[src/zx_mem_pkg.sv]
package zx_mem_pkg;

	typedef logic [15:0] cpu_addr_t;
	typedef logic [7:0] mem_data_t;

	// 16K page number
	typedef logic [4:0] page_t;

	// page on top of a 14-bit offset within the page
	typedef logic [18:0] phys_addr_t;

	typedef logic [7:0] port7ffd_t;

	// 7FFD bit fields
	localparam int P7FFD_RAM_MSB = 2;
	localparam int P7FFD_SCREEN = 3;
	localparam int P7FFD_ROM = 4;
	localparam int P7FFD_LOCK = 5;

	localparam page_t PAGE_SCREEN0 = 5'd5;
	localparam page_t PAGE_SCREEN1 = 5'd7;

	// fixed pages behind 4000 and 8000
	localparam page_t PAGE_WIN1 = 5'd5;
	localparam page_t PAGE_WIN2 = 5'd2;

endpackage

[src/zx_video_pkg.sv]
package zx_video_pkg;

	// who owns the current memory slot
	typedef enum logic [1:0]
	{
		ARB_IDLE,
		ARB_VIDEO,
		ARB_CPU,
		ARB_DONE
	} arb_state_t;

	// byte position inside one fetched screen line
	typedef logic [7:0] line_byte_t;

endpackage

[src/slot_timer.sv]
`timescale 1ns/1ps

module slot_timer #(
	parameter int SLOT_LEN = 4,
	parameter int LINE_SLOTS = 64
)(
	input logic fclk,
	input logic rst,
	output logic slot_beg,
	output logic slot_end,
	output logic line_start
);

	localparam int CW = $clog2(SLOT_LEN);
	localparam int SW = $clog2(LINE_SLOTS);

	logic [CW-1:0] cyc_cnt;
	logic [CW-1:0] cyc_next;
	logic [SW-1:0] slot_cnt;
	logic [SW-1:0] slot_next;

	assign cyc_next = (cyc_cnt == CW'(SLOT_LEN - 1)) ? '0 : cyc_cnt + 1'b1;

	always_comb
	begin
		slot_next = slot_cnt;
		if (cyc_cnt == CW'(SLOT_LEN - 1))
		begin
			if (slot_cnt == SW'(LINE_SLOTS - 1))
				slot_next = '0;
			else
				slot_next = slot_cnt + 1'b1;
		end
	end

	// reset parks the counters on the last cycle of the line, so the
	// first cycle after release is cycle 0 of slot 0
	always_ff @(posedge fclk)
	begin
		if (rst)
		begin
			cyc_cnt <= CW'(SLOT_LEN - 1);
			slot_cnt <= SW'(LINE_SLOTS - 1);
			slot_beg <= 1'b0;
			slot_end <= 1'b0;
			line_start <= 1'b0;
		end
		else
		begin
			cyc_cnt <= cyc_next;
			slot_cnt <= slot_next;
			slot_beg <= (cyc_next == '0);
			slot_end <= (cyc_next == CW'(SLOT_LEN - 1));
			line_start <= (cyc_next == '0) && (slot_next == '0);
		end
	end

endmodule

[src/page_mapper.sv]
`timescale 1ns/1ps

module page_mapper #(
	parameter zx_mem_pkg::page_t ROM_BASE_PAGE = 5'd30
)(
	input logic fclk,
	input logic rst,
	input logic io_wr,
	input zx_mem_pkg::cpu_addr_t io_addr,
	input zx_mem_pkg::mem_data_t io_data,
	input zx_mem_pkg::cpu_addr_t cpu_addr,
	input logic cpu_rnw,
	output zx_mem_pkg::phys_addr_t cpu_phys,
	output logic cpu_rom_wr,
	output logic screen_sel
);

	import zx_mem_pkg::*;

	port7ffd_t port7ffd;
	page_t win_page;
	logic port_hit;

	// partial decode, A15 and A1 low
	assign port_hit = io_wr && !io_addr[15] && !io_addr[1];

	// once locked, only reset opens the port again
	always_ff @(posedge fclk)
	begin
		if (rst)
			port7ffd <= '0;
		else if (port_hit && !port7ffd[P7FFD_LOCK])
			port7ffd <= io_data;
	end

	always_comb
	begin
		case (cpu_addr[15:14])
			2'd0:
				win_page = ROM_BASE_PAGE + page_t'(port7ffd[P7FFD_ROM]);
			2'd1:
				win_page = PAGE_WIN1;
			2'd2:
				win_page = PAGE_WIN2;
			default:
				win_page = {2'b00, port7ffd[P7FFD_RAM_MSB:0]};
		endcase
	end

	assign cpu_phys = {win_page, cpu_addr[13:0]};

	// rom window is read only, the arbiter drops the memory write
	assign cpu_rom_wr = !cpu_rnw && (cpu_addr[15:14] == 2'd0);

	assign screen_sel = port7ffd[P7FFD_SCREEN];

endmodule

[src/mem_arbiter.sv]
`timescale 1ns/1ps

module mem_arbiter (
	input logic fclk,
	input logic rst,
	input logic slot_beg,
	input logic slot_end,
	input logic vid_req,
	input zx_mem_pkg::phys_addr_t vid_addr,
	input logic cpu_req,
	input logic cpu_rnw,
	input zx_mem_pkg::phys_addr_t cpu_phys,
	input zx_mem_pkg::mem_data_t cpu_wrdata,
	input logic cpu_rom_wr,
	input zx_mem_pkg::mem_data_t mem_rddata,
	output logic vid_ack,
	output logic cpu_strobe,
	output zx_mem_pkg::mem_data_t cpu_rddata,
	output logic mem_req,
	output zx_mem_pkg::phys_addr_t mem_addr,
	output logic mem_rnw,
	output zx_mem_pkg::mem_data_t mem_wrdata
);

	import zx_video_pkg::*;

	arb_state_t state;
	arb_state_t state_next;
	logic grant_vid;
	logic grant_cpu;

	// done overlaps the next slot_beg; video may still take that slot
	assign grant_vid = slot_beg && vid_req && (state == ARB_IDLE || state == ARB_DONE);

	// the finishing cpu request is still up during done
	assign grant_cpu = slot_beg && (state == ARB_IDLE) && !vid_req && cpu_req;

	always_comb
	begin
		state_next = state;
		case (state)
			ARB_IDLE:
			begin
				if (grant_vid)
					state_next = ARB_VIDEO;
				else if (grant_cpu)
					state_next = ARB_CPU;
			end
			ARB_VIDEO:
			begin
				if (slot_end)
					state_next = ARB_IDLE;
			end
			ARB_CPU:
			begin
				if (slot_end)
					state_next = ARB_DONE;
			end
			default:
			begin
				state_next = grant_vid ? ARB_VIDEO : ARB_IDLE;
			end
		endcase
	end

	always_ff @(posedge fclk)
	begin
		if (rst)
			state <= ARB_IDLE;
		else
			state <= state_next;
	end

	always_ff @(posedge fclk)
	begin
		if (state == ARB_CPU && slot_end)
			cpu_rddata <= mem_rddata;
	end

	// one-cycle request on the granting slot_beg
	assign mem_req = grant_vid || (grant_cpu && !cpu_rom_wr);
	assign mem_addr = grant_vid ? vid_addr : cpu_phys;
	assign mem_rnw = grant_vid || cpu_rnw;
	assign mem_wrdata = cpu_wrdata;

	assign vid_ack = (state == ARB_VIDEO) && slot_end;
	assign cpu_strobe = (state == ARB_DONE);

endmodule

[src/video_fetch.sv]
`timescale 1ns/1ps

module video_fetch #(
	parameter int VIDEO_BYTES = 32
)(
	input logic fclk,
	input logic rst,
	input logic line_start,
	input logic vid_ack,
	input logic screen_sel,
	input zx_mem_pkg::mem_data_t mem_rddata,
	output logic vid_req,
	output zx_mem_pkg::phys_addr_t vid_addr,
	output zx_mem_pkg::mem_data_t video_data,
	output logic video_strobe
);

	import zx_mem_pkg::*;
	import zx_video_pkg::*;

	logic active;
	logic scr_q;
	logic cur_scr;
	line_byte_t byte_idx;
	line_byte_t cur_byte;
	page_t scr_page;

	// line index times VIDEO_BYTES, wraps inside the page
	logic [13:0] line_base;
	logic [13:0] offset;

	// byte 0 must go out in slot 0, so line_start requests directly
	assign cur_scr = line_start ? screen_sel : scr_q;
	assign cur_byte = line_start ? '0 : byte_idx;
	assign scr_page = cur_scr ? PAGE_SCREEN1 : PAGE_SCREEN0;
	assign offset = line_base + 14'(cur_byte);

	assign vid_req = line_start || active;
	assign vid_addr = {scr_page, offset};

	always_ff @(posedge fclk)
	begin
		if (rst)
		begin
			active <= 1'b0;
			scr_q <= 1'b0;
			byte_idx <= '0;
			line_base <= '0;
			video_strobe <= 1'b0;
		end
		else
		begin
			video_strobe <= vid_ack;
			if (line_start)
			begin
				active <= 1'b1;
				scr_q <= screen_sel;
				byte_idx <= '0;
			end
			else if (vid_ack && active)
			begin
				if (byte_idx == line_byte_t'(VIDEO_BYTES - 1))
				begin
					active <= 1'b0;
					byte_idx <= '0;
					line_base <= line_base + 14'(VIDEO_BYTES);
				end
				else
					byte_idx <= byte_idx + 1'b1;
			end
		end
	end

	always_ff @(posedge fclk)
	begin
		if (vid_ack)
			video_data <= mem_rddata;
	end

endmodule

[src/zx_mem_top.sv]
`timescale 1ns/1ps

module zx_mem_top #(
	parameter int SLOT_LEN = 4,
	parameter int LINE_SLOTS = 64,
	parameter int VIDEO_BYTES = 32,
	parameter zx_mem_pkg::page_t ROM_BASE_PAGE = 5'd30
)(
	input logic fclk,
	input logic rst,
	input logic cpu_req,
	input logic cpu_rnw,
	input zx_mem_pkg::cpu_addr_t cpu_addr,
	input zx_mem_pkg::mem_data_t cpu_wrdata,
	input logic io_wr,
	input zx_mem_pkg::cpu_addr_t io_addr,
	input zx_mem_pkg::mem_data_t io_data,
	input zx_mem_pkg::mem_data_t mem_rddata,
	output zx_mem_pkg::mem_data_t cpu_rddata,
	output logic cpu_strobe,
	output logic mem_req,
	output zx_mem_pkg::phys_addr_t mem_addr,
	output logic mem_rnw,
	output zx_mem_pkg::mem_data_t mem_wrdata,
	output zx_mem_pkg::mem_data_t video_data,
	output logic video_strobe,
	output logic line_start
);

	import zx_mem_pkg::*;

	logic slot_beg;
	logic slot_end;
	phys_addr_t cpu_phys;
	logic cpu_rom_wr;
	logic screen_sel;
	logic vid_req;
	phys_addr_t vid_addr;
	logic vid_ack;

	slot_timer #(
		.SLOT_LEN(SLOT_LEN),
		.LINE_SLOTS(LINE_SLOTS)
	) slots (
		.fclk(fclk),
		.rst(rst),
		.slot_beg(slot_beg),
		.slot_end(slot_end),
		.line_start(line_start)
	);

	page_mapper #(
		.ROM_BASE_PAGE(ROM_BASE_PAGE)
	) mapper (
		.fclk(fclk),
		.rst(rst),
		.io_wr(io_wr),
		.io_addr(io_addr),
		.io_data(io_data),
		.cpu_addr(cpu_addr),
		.cpu_rnw(cpu_rnw),
		.cpu_phys(cpu_phys),
		.cpu_rom_wr(cpu_rom_wr),
		.screen_sel(screen_sel)
	);

	mem_arbiter arb (
		.fclk(fclk),
		.rst(rst),
		.slot_beg(slot_beg),
		.slot_end(slot_end),
		.vid_req(vid_req),
		.vid_addr(vid_addr),
		.cpu_req(cpu_req),
		.cpu_rnw(cpu_rnw),
		.cpu_phys(cpu_phys),
		.cpu_wrdata(cpu_wrdata),
		.cpu_rom_wr(cpu_rom_wr),
		.mem_rddata(mem_rddata),
		.vid_ack(vid_ack),
		.cpu_strobe(cpu_strobe),
		.cpu_rddata(cpu_rddata),
		.mem_req(mem_req),
		.mem_addr(mem_addr),
		.mem_rnw(mem_rnw),
		.mem_wrdata(mem_wrdata)
	);

	video_fetch #(
		.VIDEO_BYTES(VIDEO_BYTES)
	) fetcher (
		.fclk(fclk),
		.rst(rst),
		.line_start(line_start),
		.vid_ack(vid_ack),
		.screen_sel(screen_sel),
		.mem_rddata(mem_rddata),
		.vid_req(vid_req),
		.vid_addr(vid_addr),
		.video_data(video_data),
		.video_strobe(video_strobe)
	);

endmodule

[config.mk]
export PLATFORM = sky130hd
export DESIGN_NAME = zx_mem_top
export DESIGN_NICKNAME = d
export VERILOG_FILES = /design/src/zx_mem_pkg.sv /design/src/zx_video_pkg.sv /design/src/slot_timer.sv /design/src/page_mapper.sv /design/src/mem_arbiter.sv /design/src/video_fetch.sv /design/src/zx_mem_top.sv
export SDC_FILE = /design/constraint.sdc
export NUM_CORES = 1
export LEC_CHECK = 0
export ABC_CLOCK_PERIOD_IN_PS = 3500
export BUFFER_PORTS_ARGS = -buffer_cell sky130_fd_sc_hd__buf_2
export CAP_MARGIN = 20
export CORE_UTILIZATION = 40
export CTS_BUF_LIST = sky130_fd_sc_hd__clkbuf_4 sky130_fd_sc_hd__clkbuf_8
export DETAILED_ROUTE_END_ITERATION = 10
export GPL_TIMING_DRIVEN = 0
export PLACE_DENSITY = 0.67
export SYNTH_ARGS = -nofsm -noshare
export SYNTH_HDL_FRONTEND = slang
export SYNTH_HIERARCHICAL = 1
export SYNTH_SLANG_ARGS = --single-unit
[constraint.sdc]
create_clock -name fclk -period 3.5 [get_ports fclk]
set_clock_uncertainty 0.05 [all_clocks]
set_input_delay 0.7 -clock fclk [delete_from_list [all_inputs] [get_ports fclk]]
set_output_delay 0.7 -clock fclk [all_outputs]
set_load 0.02 [all_outputs]
==> results.md <==
- ANT nets after route: 0
- Max Cap Violations: 0
- Via count: roughly 2400
- Htree depth: 2
- Cell Area, Placed: around 3700 um2
- R2R Path End: fetcher/line_base[11]
- Yosys reg bits: 55
- Drt first pass iters: 4
- Most frequent cells in the layout: buf_2 (70), dfxtp_1 (38), buf_4 (28)
- Primary FF master, synth: dfxtp_1
- Initial antenna violation count: 0
- Layout cells sized above 1: a little under two fifths
- CTS clk-pin slew, worst paths: 100 ps
- CTS Buffer Depth: 2
- Routed vias/inst: 4.791
- Reg2reg start: arb/state[0]
- Slew margin rel.: a little over three fifths
- Grt total ovfl: 0
- Die Wd: around 92 um
- Site Rows: 32
- Area Growth Syn to Fin: 18.32%
- Nets: roughly 460
- Flop pwr share: 48.1%
- Register area share after synthesis: roughly two fifths
- # DRC: 0
- Clock latency at the later pin of the worst-skew pair: between 300 and 400 ps
- Core Region: 7767 um2
- First-pass GRT wire length: 9.860 mm
- Setup TNS: 0 ps
- Largest net degree at the start of global routing: 18
- Number of post-CTS setup repair buffers: 0
- Fmax: 308.8 MHz
- Crit path DAT: about 2500 ps
- Sw frac: around 29%
- Crit Path Max Fanout: 5
- # IOs: roughly 110
- CP Launch Type: register
- Hold slack final: around 430 ps
- Worst Hold Depth: 2
- Die area: 8421 um2
- Finished Cell Area: about 3800 um2
- Final setup violation count: 0
- Ys Warns: 6
- Total net switching power: roughly 0.46 mW
- TritonCTS buffer count: 5
- Combinational power share: 24.9%
- Root buffer cell: clkbuf_8
- Mapped Cells: ~310
- CTS tree: yes
- Placed wire-length estimate: 4.527 mm
- VDD IR max: between 0.0001 and 0.00015 V
- Clock Sinks: 55
- Sequential Area: around 1300 um2
- R2R setup slack: roughly 1100 ps
- Cell variety after synth: 52
- Avg Inst Size Synth: just over 10 um2
- Leakage power: 1.741 nW
- Fin crit period: approximately 3200 ps
- Die Ht: between 90 and 100 um
- Area occupied by multi-input gates: roughly 1700 um2
- Worst-Margin Slew: roughly 550 ps
- Hold Path Origin: mapper/port7ffd[4]
- Vias in the first global route: approximately 2200
- Antenna diodes: 0
- Status: finished, final reports clean
- Cell Pwr Density: 413.7 nW/um2
- Placer congestion estimate: ~0.82
- Worst Hold End: mapper/port7ffd[4]
- DRT iter0 DRCs: 42
- GRT Total Usage: between 10% and 20%
- Clock power share: a little over a quarter
- Setup CP Type: reg2out
- Post-synth EDFFs: 16
- Initial Util: 41.49%
- Unrepaired setup endpoints after global routing: no
- Path depth of the worst reg2reg path: 7
- Max-slew violations: 0
- Crit path capture type: output port
- Commonest non-fill, non-tap cell in the layout: buf_2
- I/O Buffers: 70
- Routed WL per cell: between 10 and 15 um
- Final worst-path cycle share: ~93%
- Worst hold path class: reg2reg
- Mapped Area: between 3000 and 4000 um2
- Final WL: 5.804 mm
- Fill cell count: 760
- Asr flop ratio synth: 0%
- WP data required: 2750 ps
- Final hold vios: 0
- Internal power: around 1.1 mW
-- area by class of cell --
type / count / area share [%]
Multi-Input combinational cell: 211 / 43.57
Timing Repair Buffer: 70 / 9.186
Clock inverter: 3 / 1.115
Clock buffer: 5 / 1.804
Sequential cell: 55 / 33.10
Inverter: 8 / 0.7874
Tap cell: 102 / 3.346
Buffer: 38 / 7.087
-- flip-flops by register name, summed over array words and instances, names as in the netlist --
register              cells
slots/slot_end            1
fetcher/video_strobe      1
fetcher/byte_idx          8
slots/line_start          1
slots/cyc_cnt             2
fetcher/scr_q             1
slots/slot_beg            1
arb/cpu_rddata            8
fetcher/video_data        8
slots/slot_cnt            6
arb/state                 2
mapper/port7ffd           6
fetcher/line_base         9
fetcher/active            1
-- stage by stage --
step                utilization (%)  total power [mW]  setup WS [ps]  cells
finish                        49.10             1.578          261.2    492
detailed placement            47.74             1.166          50.96    486
CTS                           49.16             1.596          118.3    493
global route                  49.10             1.661          115.8    492
floorplan                         -             1.071          397.8    314
global placement              47.74             1.151          54.56    486
-- logic make-up (layout without fill, tap and decap cells) --
group	Yosys count	count (layout)	share of synthesized area, %
simple gates	109	109	21.00
flops	55	55	39.13
buf+inv	48	124	9.550
compound gates	37	37	7.609
mux	27	27	11.37
xor+xnor	20	20	5.435
fa+ha+maj	14	14	5.668
other cells	2	4	0.2330
-- worst max-delay path by stage --
stage | from | end | slack (ps) | cells past startpoint
floorplan | slots/line_start | mem_addr[13] | 400 | 8
CTS | slots/line_start | mem_addr[11] | 120 | 10
finish | fetcher/byte_idx[5] | mem_addr[13] | 260 | 8
global placement | slots/line_start | mem_addr[11] | 50 | 11
global route | slots/line_start | mem_addr[13] | 120 | 7
detailed placement | slots/line_start | mem_addr[11] | 50 | 11
-- synthesized netlist by cell type (all sizes together) (3+ instances only) --
master	number	area [um2]
buf	31	244.0
dfxtp	39	780.8
or3	5	31.28
nor3	9	45.04
mux2	20	296.5
nor4b	3	62.56
o21bai	7	52.55
inv	8	30.03
and2	3	18.77
nand4	7	43.79
and3	3	25.03
a21oi	11	55.05
and4	3	30.03
nand2b	15	93.84
nand3	3	15.01
clkbuf	9	33.78
ha	13	162.7
nor2	17	63.81
xor2	10	87.58
o21ai	7	35.03
nand2	14	52.55
xnor2	10	87.58
edfxtp	16	480.5
mux2i	7	70.07
nor2b	17	106.4
-- worst max-delay path, cell delays in order, from the launching register on --
cell and delay (ps):
dfxtp_1 470, nor2b_1 170, ha_1 190, fa_1 210, a21oi_1 90, or3b_2 490
xnor2_1 140, mux2_4 260, buf_2 160
-- metal layers --
metal | GRT usage (%) | up-vias | wire (um)
met5 | 0 | - | 0
met4 | 5.208 | 0 | 79
met3 | 2.570 | 9 | 275
met2 | 24.62 | 58 | 2799
met1 | 18.14 | 1085 | 2650
li1 | - | 1205 | -
-- what timing repair did --
action,4_1_cts,5_1_grt
gates resized for setup,2,0
pin swaps,0,0
hold buffers,0,0
setup endpoints to repair,7,1
-- power by group through the flow --
stage,sequential (mW),clock [mW],combinational [mW]
after detailed placement,0.772,0,0.394
final,0.759,0.425,0.394
after CTS,0.759,0.441,0.396
after global placement,0.767,0,0.384
after floorplan,0.766,0,0.304
after global routing,0.767,0.463,0.431
Note: power is estimated with default switching activity, not from simulation.
